## config.mk

```make
export PLATFORM = sky130hd
export DESIGN_NAME = ctx_frontend_top
export DESIGN_NICKNAME = d
export VERILOG_FILES = /design/src/ctx_pkg.sv /design/src/ctx_frontend_top.sv /design/src/context_manage.sv /design/src/ctx_cfg_regs.sv
export SDC_FILE = /design/constraint.sdc
export NUM_CORES = 2
export LEC_CHECK = 0
export BUFFER_PORTS_ARGS = -buffer_cell sky130_fd_sc_hd__buf_2
export CAP_MARGIN = 20
export CORE_ASPECT_RATIO = 0.9
export CORE_MARGIN = 1.5
export CORE_UTILIZATION = 40
export DETAILED_ROUTE_END_ITERATION = 10
export HOLD_SLACK_MARGIN = 0.08
export PLACE_DENSITY_LB_ADDON = 0.25
export SLEW_MARGIN = 20
export SYNTH_ARGS = -nofsm -noshare
export SYNTH_HDL_FRONTEND = slang
export SYNTH_SLANG_ARGS = --single-unit
```

## constraint.sdc

```tcl
create_clock -name clk -period 7.8 [get_ports clk]
set_input_delay 0.39 -clock clk [delete_from_list [all_inputs] [get_ports clk]]
set_output_delay 0.39 -clock clk [all_outputs]
set_load 0.01 [all_outputs]
```

## src/ctx_pkg.sv

```systemverilog
package ctx_pkg;

    // machine word and context sizing
    localparam int word_len = 32;
    localparam int num_ctx  = 8;

    typedef logic [word_len-1:0]        word_t;
    typedef logic [num_ctx-1:0]         ctx_mask_t;
    typedef logic [$clog2(num_ctx)-1:0] ctx_id_t;

    // two registers, boot pc at 0 and control at 1
    typedef logic [0:0] cfg_addr_t;

    // first instruction fetched after a restart
    localparam word_t boot_pc_reset = 32'h0000_0100;

    // context 0 as a one-hot mask
    localparam ctx_mask_t ctx0_mask = ctx_mask_t'(1);

    // one-hot mask to binary index, OR of the set positions
    function automatic ctx_id_t onehot_to_id(input ctx_mask_t mask);
        ctx_id_t id;
        id = '0;
        for (int i = 0; i < num_ctx; i++) begin
            if (mask[i]) begin
                id = id | ctx_id_t'(i);
            end
        end
        return id;
    endfunction

endpackage
```

## src/ctx_frontend_top.sv

```systemverilog
`timescale 1ns/1ns

module ctx_frontend_top #(
    parameter int num_contexts = 8
) (
    input  logic               clk,
    input  logic               rst_n,

    // configuration write port
    input  logic               cfg_valid,
    output logic               cfg_ready,
    input  ctx_pkg::cfg_addr_t cfg_addr,
    input  ctx_pkg::word_t     cfg_wdata,

    // fetch request
    output logic               fetch_valid,
    input  logic               fetch_ready,
    output ctx_pkg::word_t     fetch_pc,
    output ctx_pkg::ctx_mask_t fetch_ctx,

    // decode
    input  logic               dec_valid,
    input  logic               dec_branch,
    input  ctx_pkg::ctx_mask_t dec_ctx,
    input  ctx_pkg::word_t     dec_next_pc,
    input  ctx_pkg::word_t     dec_next_pc_f,
    output ctx_pkg::ctx_mask_t dec_ctx_t,
    output ctx_pkg::ctx_mask_t dec_ctx_f,

    // execute
    input  logic               ex_jump_valid,
    input  ctx_pkg::ctx_mask_t ex_jump_ctx,
    input  ctx_pkg::word_t     ex_next_pc,
    input  logic               ex_branch_valid,
    input  ctx_pkg::ctx_mask_t ex_branch_ctx,
    input  logic               ex_hazard,
    input  ctx_pkg::ctx_mask_t ex_hazard_ctx,
    input  ctx_pkg::ctx_mask_t ex_safe_ctx,
    output ctx_pkg::ctx_mask_t hazard_info
);
    import ctx_pkg::*;

    word_t boot_pc;
    logic  run;
    logic  restart;

    ctx_cfg_regs i_ctx_cfg_regs (
        .clk       (clk),
        .rst_n     (rst_n),
        .cfg_valid (cfg_valid),
        .cfg_ready (cfg_ready),
        .cfg_addr  (cfg_addr),
        .cfg_wdata (cfg_wdata),
        .boot_pc   (boot_pc),
        .run       (run),
        .restart   (restart)
    );

    context_manage #(
        .num_contexts (num_contexts)
    ) i_context_manage (
        .clk             (clk),
        .rst_n           (rst_n),
        .run             (run),
        .boot_pc         (boot_pc),
        .restart         (restart),
        .fetch_valid     (fetch_valid),
        .fetch_ready     (fetch_ready),
        .fetch_pc        (fetch_pc),
        .fetch_ctx       (fetch_ctx),
        .dec_valid       (dec_valid),
        .dec_branch      (dec_branch),
        .dec_ctx         (dec_ctx),
        .dec_next_pc     (dec_next_pc),
        .dec_next_pc_f   (dec_next_pc_f),
        .dec_ctx_t       (dec_ctx_t),
        .dec_ctx_f       (dec_ctx_f),
        .ex_jump_valid   (ex_jump_valid),
        .ex_jump_ctx     (ex_jump_ctx),
        .ex_next_pc      (ex_next_pc),
        .ex_branch_valid (ex_branch_valid),
        .ex_branch_ctx   (ex_branch_ctx),
        .ex_hazard       (ex_hazard),
        .ex_hazard_ctx   (ex_hazard_ctx),
        .ex_safe_ctx     (ex_safe_ctx),
        .hazard_info     (hazard_info)
    );

endmodule

```

## src/context_manage.sv

```systemverilog
`timescale 1ns/1ns

module context_manage #(
    parameter int num_contexts = 8
) (
    input  logic               clk,
    input  logic               rst_n,

    input  logic               run,
    input  ctx_pkg::word_t     boot_pc,
    input  logic               restart,

    output logic               fetch_valid,
    input  logic               fetch_ready,
    output ctx_pkg::word_t     fetch_pc,
    output ctx_pkg::ctx_mask_t fetch_ctx,

    input  logic               dec_valid,
    input  logic               dec_branch,
    input  ctx_pkg::ctx_mask_t dec_ctx,
    input  ctx_pkg::word_t     dec_next_pc,
    input  ctx_pkg::word_t     dec_next_pc_f,
    output ctx_pkg::ctx_mask_t dec_ctx_t,
    output ctx_pkg::ctx_mask_t dec_ctx_f,

    input  logic               ex_jump_valid,
    input  ctx_pkg::ctx_mask_t ex_jump_ctx,
    input  ctx_pkg::word_t     ex_next_pc,
    input  logic               ex_branch_valid,
    input  ctx_pkg::ctx_mask_t ex_branch_ctx,
    input  logic               ex_hazard,
    input  ctx_pkg::ctx_mask_t ex_hazard_ctx,
    input  ctx_pkg::ctx_mask_t ex_safe_ctx,
    output ctx_pkg::ctx_mask_t hazard_info
);
    import ctx_pkg::*;

    // context table
    ctx_mask_t hot_q;
    ctx_mask_t last_pub_q;
    ctx_mask_t pend_q;
    ctx_mask_t anc_q [num_contexts];
    word_t     pc_q  [num_contexts];

    ctx_id_t   hot_id;
    ctx_id_t   haz_id;
    ctx_id_t   dec_id;
    ctx_id_t   hot_nxt_id;

    // after branch resolve and squash
    ctx_mask_t res_mask;
    ctx_mask_t squashed;
    ctx_mask_t pend_sq;
    ctx_mask_t hot_sq;
    ctx_mask_t anc_res [num_contexts];
    ctx_mask_t anc_sq  [num_contexts];

    // after decode and jump writes
    logic      dec_wr;
    logic      dec_br;
    ctx_mask_t alloc_hit;
    ctx_mask_t jump_hit;
    ctx_mask_t pend_nxt;
    ctx_mask_t hot_nxt;
    ctx_mask_t last_pub_nxt;
    ctx_mask_t anc_nxt [num_contexts];
    word_t     pc_nxt  [num_contexts];

    logic      fetch_accept;
    ctx_mask_t pend_d;

    assign hot_id = onehot_to_id(hot_q);
    assign haz_id = onehot_to_id(ex_hazard_ctx);
    assign dec_id = onehot_to_id(dec_ctx);

    // next two contexts handed to a branch, rotating
    assign dec_ctx_t = {last_pub_q[num_contexts-2:0], last_pub_q[num_contexts-1]};
    assign dec_ctx_f = {last_pub_q[num_contexts-3:0], last_pub_q[num_contexts-1:num_contexts-2]};

    // everything to discard if the hazard context was wrong
    assign hazard_info = anc_q[haz_id];

    always_comb begin
        res_mask = ex_branch_valid ? ex_branch_ctx : '0;
        squashed = '0;
        pend_sq  = '0;
        for (int i = 0; i < num_contexts; i++) begin
            // resolved branch no longer a reason to squash
            anc_res[i]  = anc_q[i] & ~res_mask;
            squashed[i] = ex_hazard && ((hazard_info & anc_res[i]) != '0);
            anc_sq[i]   = squashed[i] ? '0 : anc_res[i];
            pend_sq[i]  = pend_q[i] && !squashed[i];
        end
        hot_sq = squashed[hot_id] ? ex_safe_ctx : hot_q;
    end

    assign dec_wr = dec_valid && !dec_branch;
    assign dec_br = dec_valid && dec_branch;

    assign alloc_hit = dec_br ? (dec_ctx_t | dec_ctx_f) : '0;
    // jumps into squashed paths are dropped
    assign jump_hit  = ex_jump_valid ? (ex_jump_ctx & ~squashed) : '0;

    always_comb begin
        for (int i = 0; i < num_contexts; i++) begin
            // pc write priority: decode, taken, not-taken, jump
            if (dec_wr && dec_ctx[i]) begin
                pc_nxt[i] = dec_next_pc;
            end else if (alloc_hit[i] && dec_ctx_t[i]) begin
                pc_nxt[i] = dec_next_pc;
            end else if (alloc_hit[i]) begin
                pc_nxt[i] = dec_next_pc_f;
            end else if (jump_hit[i]) begin
                pc_nxt[i] = ex_next_pc;
            end else begin
                pc_nxt[i] = pc_q[i];
            end

            // new context inherits the parent ancestry plus itself
            if (alloc_hit[i]) begin
                anc_nxt[i] = anc_sq[dec_id] | (ctx_mask_t'(1) << i);
            end else begin
                anc_nxt[i] = anc_sq[i];
            end
        end
    end

    assign pend_nxt     = pend_sq | (dec_wr ? dec_ctx : '0) | alloc_hit | jump_hit;
    assign hot_nxt      = dec_br ? dec_ctx_t : hot_sq;
    assign last_pub_nxt = dec_br ? dec_ctx_f : last_pub_q;

    // fetch sees the updated table in the same cycle
    assign hot_nxt_id  = onehot_to_id(hot_nxt);
    assign fetch_ctx   = hot_nxt;
    assign fetch_pc    = pc_nxt[hot_nxt_id];
    // nothing is offered while the table is rebuilt
    assign fetch_valid = run && !restart && pend_nxt[hot_nxt_id];

    assign fetch_accept = fetch_valid && fetch_ready;
    assign pend_d       = pend_nxt & ~(fetch_accept ? hot_nxt : '0);

    always_ff @(posedge clk) begin
        if (!rst_n) begin
            hot_q      <= ctx0_mask;
            last_pub_q <= ctx0_mask;
            pend_q     <= '0;
            for (int i = 0; i < num_contexts; i++) begin
                anc_q[i] <= '0;
            end
        end else if (restart) begin
            // restart from context 0 alone
            hot_q      <= ctx0_mask;
            last_pub_q <= ctx0_mask;
            pend_q     <= ctx0_mask;
            for (int i = 0; i < num_contexts; i++) begin
                anc_q[i] <= (i == 0) ? ctx0_mask : '0;
            end
        end else begin
            hot_q      <= hot_nxt;
            last_pub_q <= last_pub_nxt;
            pend_q     <= pend_d;
            for (int i = 0; i < num_contexts; i++) begin
                anc_q[i] <= anc_nxt[i];
            end
        end
    end

    always_ff @(posedge clk) begin
        if (restart) begin
            pc_q[0] <= boot_pc;
        end else begin
            for (int i = 0; i < num_contexts; i++) begin
                pc_q[i] <= pc_nxt[i];
            end
        end
    end

endmodule

```

## src/ctx_cfg_regs.sv

```systemverilog
`timescale 1ns/1ns

module ctx_cfg_regs (
    input  logic               clk,
    input  logic               rst_n,
    input  logic               cfg_valid,
    output logic               cfg_ready,
    input  ctx_pkg::cfg_addr_t cfg_addr,
    input  ctx_pkg::word_t     cfg_wdata,
    output ctx_pkg::word_t     boot_pc,
    output logic               run,
    output logic               restart
);
    import ctx_pkg::*;

    localparam cfg_addr_t addr_boot_pc = 1'b0;
    localparam cfg_addr_t addr_ctrl    = 1'b1;

    // control register bit positions
    localparam int ctrl_run_bit     = 0;
    localparam int ctrl_restart_bit = 1;

    logic cfg_write;
    logic ctrl_write;

    assign cfg_write  = cfg_valid && cfg_ready;
    assign ctrl_write = cfg_write && (cfg_addr == addr_ctrl);

    // no new write while the restart pulse is out
    assign cfg_ready = !restart;

    always_ff @(posedge clk) begin
        if (!rst_n) begin
            boot_pc <= boot_pc_reset;
        end else if (cfg_write && (cfg_addr == addr_boot_pc)) begin
            boot_pc <= cfg_wdata;
        end
    end

    always_ff @(posedge clk) begin
        if (!rst_n) begin
            run <= 1'b0;
        end else if (ctrl_write) begin
            run <= cfg_wdata[ctrl_run_bit];
        end
    end

    // restart bit is self-clearing, one cycle wide
    always_ff @(posedge clk) begin
        if (!rst_n) begin
            restart <= 1'b0;
        end else begin
            restart <= ctrl_write && cfg_wdata[ctrl_restart_bit];
        end
    end

endmodule

```

# After elaboration in Yosys (flattened, before gate mapping)
# Memories as Yosys holds them, arrays and structs flattened.
# Index checks and enable logic that the tools add are counted.
# totals
regBits,58
latch_bits,0
ram_bits,320
mem_bits_ro,0
in_bits,178
out_inout_bits,66
memories,2
# classes
add_sub_neg,0
n_mul,0
n_div,0
n_lt_le_gt_ge,4
n_eq_ne,0
shift,0
n_mux,119
bitwise_logic,46
reduce_logical,60
# memory_table
name,words,width,rd,rd_ports_with_merged_regs,wr,line,rtl
i_context_manage.pc_q,8,32,8,0,8,context_manage.sv:43,word_t pc_q [num_contexts];
i_context_manage.anc_q,8,8,9,0,8,context_manage.sv:42,ctx_mask_t anc_q [num_contexts];
# ops
op,count
2-to-1 mux 32 bit,35
2-to-1 mux 8 bit,41
AND 8 bit,18
binary-select mux 32 bit (select 3 bit),1
nonzero test 8 bit,8
2-to-1 mux 3 bit,16
logical AND 1 bit,41
OR 8 bit,4
binary-select mux 8 bit (select 3 bit),1
NOT 8 bit,3
OR 1 bit,17
2-to-1 mux 2 bit,8
2-to-1 mux 1 bit,15
logical NOT 1 bit,10
"greater-or-equal comparator 4 bit, second input constant",2
"less-than comparator 3 x 4 -> 1 bit, second input constant",2
NOT 3 -> 4 bit,2
binary-select mux 1 bit (select 3 bit),2
NOT 1 bit,2
OR reduction 2 bit,1

# Logic depth before layout (Yosys ltp)
# An unclocked memory read counts as a cell.
# logic_depth
depth_word,30
depth_mapped,21
mapped_depth_nobuf,16

# Cells and area by module
# Synthesis repeated with hierarchy kept, for this count alone.
# unflattened
cells_unflattened,2857
hier_area_um2,26176.4
# modules_own_cells
module,instances,cells_per_inst,area_each_um2,seq_area_each_um2
context_manage,1,2710,24782.5,9689.3
ctx_cfg_regs,1,147,1393.8,680.7

# Least setup slack after synthesis
# No wires, ideal clock.
# synth_timing
path_type,register to register
start,register i_ctx_cfg_regs.restart
end,register i_context_manage.last_pub_q[2]
arrival_time_ns,6.325
t_required_ns,7.735
path_slack_ns,1.410
path_stages_with_launch,5
path_buffers,1
period_less_slack_ns,6.390
cell_sequence,dfxtp_1 -> inv_1 -> nand2_1 -> clkbuf_1 -> nor2_1
# synth_via
elab_chain_cells,1
# synth_rtl
item,line,rtl
from (decl),ctx_cfg_regs.sv:12,output logic restart
from (signal assigned),ctx_cfg_regs.sv:53,restart <= ctrl_write && cfg_wdata[ctrl_restart_bit];
OR reduction 2 bit (no source line),--,
to (signal assigned),context_manage.sv:145,last_pub_q <= ctx0_mask;
to (signal assigned),context_manage.sv:153,last_pub_q <= ctx0_mask;
to (signal assigned),context_manage.sv:160,last_pub_q <= last_pub_nxt;
to (decl),context_manage.sv:40,ctx_mask_t last_pub_q;
# Every way passes these cells.
# A chain may end at the register's enable or synchronous reset.

# Worst setup path in the final report
# layout_timing
start,input port ex_hazard_ctx[3]
end,output port fetch_valid
# layout_via
elab_chain_cells,23
# layout_rtl
item,line,rtl
from (decl),ctx_frontend_top.sv:37,"input ctx_pkg::ctx_mask_t ex_hazard_ctx,"
2-to-1 mux 2 bit (*),ctx_pkg.sv:25,if (mask[i]) begin
2-to-1 mux 3 bit (*) (4 in a row),ctx_pkg.sv:25,
memory (8 x 8 bit) (*),--,
AND 8 bit,context_manage.sv:90,squashed[i] = ex_hazard && ((hazard_info & anc_res[i]) != '0);
nonzero test 8 bit,context_manage.sv:90,
logical AND 1 bit,context_manage.sv:90,
binary-select mux 1 bit (select 3 bit),context_manage.sv:94,hot_sq = squashed[hot_id] ? ex_safe_ctx : hot_q;
2-to-1 mux 1 bit (implied by the code),context_manage.sv:94,
2-to-1 mux 8 bit,context_manage.sv:94,
2-to-1 mux 8 bit,context_manage.sv:129,assign hot_nxt = dec_br ? dec_ctx_t : hot_sq;
2-to-1 mux 1 bit,ctx_pkg.sv:25,
2-to-1 mux 2 bit (2 in a row),ctx_pkg.sv:25,
2-to-1 mux 3 bit (4 in a row),ctx_pkg.sv:25,
binary-select mux 1 bit (select 3 bit) (*),context_manage.sv:137,assign fetch_valid = run && !restart && pend_nxt[hot_nxt_id];
2-to-1 mux 1 bit (implied by the code) (*),context_manage.sv:137,
logical AND 1 bit (*),context_manage.sv:137,
to (decl),ctx_frontend_top.sv:16,"output logic fetch_valid,"
# Mark *: on every way between the ends. The rest lies on a longest branch, timed or not. The select of a mux whose other input is x is not followed.

==> metrics.cfg <==
[global_routing]
antenna_found_initial=12
grt_max_degree=101
grt_pass1_vias=23646
grt_pass1_wl_mm=157
overflow=0
use_met2_pct=47.3
gr-usage-met1_pct=42.2
busiest_layer=met2
grtUsageMet3_pct=8.28
grt_usage_pct=31.2

[power_and_ir_drop]
leakagePower_nw=11.3
vdd_drop_max_v=0.000275
p_per_area_mw_per_mm2=310
power_mw=9.21

[clocking]
clockBufferDepth=3
htree_levels=2
cts_tree=built
postCtsResizedCells=0
clock_latency_ns=0.62
cts_sinks=378
cts_buffers=46
clkTransAtPathRegs_ns=0.06
cts-root-buf=clkbuf_16

[route]
first_iter_violations=2865
viasPerCell=6.55
drc=0
wl_per_cell_um=28.6
drt_first_pass_iters=6
postRouteWirelength_mm=107
ant_nets=0
num_vias=24554

[timing]
rsz0062_at_grt=false
clock.fmax_ghz=0.135
finalHoldViolCount=0
tns_ns=0
worstMarginPinSlew_ns=1.22
finalCritPeriodShare_pct=94.9
setup_violations=0
skew_ns=0.0266
slew_viol_final=0
timing.final.crit_period_ns=7.40
slew_headroom_pct=18.6

[floorplan]
core_sq_mm=0.0642
die_x_um=272
die_h_um=245
io_pins=244
rows=88
start_util_pct=40.5
die_area_sq_mm=0.0665

[worst_setup_path]
cp.required_ns=7.41
cp.arrival_ns=7.01
criticalPathCategory=in -> out
crit_path_start_kind=input port
critPathCaptureType=primary output
crit_fanout=37

[placed_design]
dp.cells=3631
placed_cell_area_sq_mm=0.0279
gp_congestion=0.935
portBuffers=242
dp_hpwl_mm=63.5

[final_layout]
regArea_sq_mm=0.0104
fin_nets=3031
multi_input_area_sq_mm=0.0145
area_delta_synth_final_pct=14.4
drive_gt1_share_pct=26.3
final_area_sq_mm=0.0297
instances_no_fill=3749
n_fill_cell=6068

[synth]
synth.area.top_cells=edfxtp_1 (32%), mux2_2 (13%), mux2i_1 (8.0%)
synth.top_cell.area_share_pct=32.4
ys.flop_type=edfxtp_1
synth_edf_count=280
ys_seq_area_share_pct=39.9
ys_warn_count=0
netlist_instances=2735
synth.most_common_cell=nor2_1
synth_area_sq_mm=0.0260
synth.distinct_cells=60
syn_avg_cell_area_sq_um=9.50
ys_ff_latch=378
yosysTopAreaCell=edfxtp_1
synthArstFlopShare_pct=0
synth_common_cells=nor2_1 (461), mux2_2 (294), edfxtp_1 (280)

[hold_path]
hold_class=in -> reg

[flow_run]
cap_violations=0

[run_status]
status=complete, no violations

## critical path, cell delays in order
cell and delay, ns:
buf_2 0.34, or4_1 0.85, a2111oi_0 0.60, nor4_2 0.19, a32o_1 0.26, a221o_1 0.32
a2111oi_1 0.61, a211oi_1 0.27, a211oi_4 0.54, mux2i_1 0.28, nor2_1 0.06, nor2_1 0.19
inv_1 0.10, nor4_2 0.46, buf_12 0.31, buf_12 0.27, mux2i_1 0.21, nor3b_1 0.48
buf_2 0.23
## final timing paths
kind / depth (start not counted) / startpoint / slack (ns) / endpoint
worst min register to register: 2 / i_ctx_cfg_regs.boot_pc[19] / 0.45 / i_context_manage.pc_q[0][19]
worst max-delay path: 19 / ex_hazard_ctx[3] / 0.40 / fetch_valid
worst max register to register: 17 / i_context_manage.anc_q[3][7] / 1.96 / i_context_manage.pend_q[0]
worst min-delay path: 3 / cfg_wdata[4] / 0.13 / i_ctx_cfg_regs.boot_pc[4]
## final cells by class
cell class / instances / area share, %
Inverter: 40 / 0.531
Tap cell: 855 / 3.60
Antenna cell: 3 / 0.0253
Timing Repair Buffer: 344 / 7.19
Sequential cell: 378 / 34.9
Multi-Input combinational cell: 2043 / 48.6
Clock buffer: 64 / 4.34
Clock inverter: 22 / 0.775
## state kept, by name (all words and copies together) (netlist names)
signal and count:
i_context_manage.pend_q 8, i_context_manage.last_pub_q 8, i_ctx_cfg_regs.run 1, i_ctx_cfg_regs.boot_pc 32
i_context_manage.hot_q 8, i_ctx_cfg_regs.restart 1, i_context_manage.pc_q 256, i_context_manage.anc_q 64
## metal layers
| layer | up-vias | share of wire, % |
|---|---|---|
| li1 | 10544 | - |
| met1 | 12040 | 40 |
| met2 | 1669 | 44 |
| met3 | 289 | 12 |
| met4 | 12 | 3.8 |
| met5 | - | 0.073 |
## cells by family after synthesis
logic type | share of synthesized area, %
AOI/OAI and AO/OA | 19.6
buffers and inverters | 5.94
DFF | 39.9
muxes | 20.9
other | 0.0144
and+or+nand+nor | 13.7
## cells in the final DEF (no fill, tap or decap), types with 47 or more instances in the layout
master,n
mux2i_1,207
clkbuf_16,47
mux2_2,294
buf_4,66
a211oi_1,58
dfxtp_1,97
buf_2,242
a21oi_1,86
conb_1,56
edfxtp_1,280
o21ai_0,67
nand2_1,172
a221oi_1,233
nor2_1,460
## stage by stage
step	hold slack (ns)	setup slack, ns	utilization [%]
detailed placement	0.443	0.677	43.4
finish	0.132	0.401	46.3
global placement	0.436	0.705	43.4
global route	0.113	0.111	46.3
CTS	0.0958	0.637	46.3
floorplan	0.425	1.41	-
## report_power, final
part / switching (mW) / total (mW) / internal (mW)
Combinational: 2.41 / 4.34 / 1.93
Sequential: 0.111 / 2.65 / 2.54
Clock: 0.932 / 2.22 / 1.29
Total: 3.45 / 9.21 / 5.76
## timing repair
| action | 4_1_cts | 5_1_grt |
|---|---|---|
| hold buffers | 29 | 0 |
| hold endpoints to repair | 29 | 0 |
| buffers inserted | 0 | 0 |
Note: power is estimated with default switching activity, not from simulation.
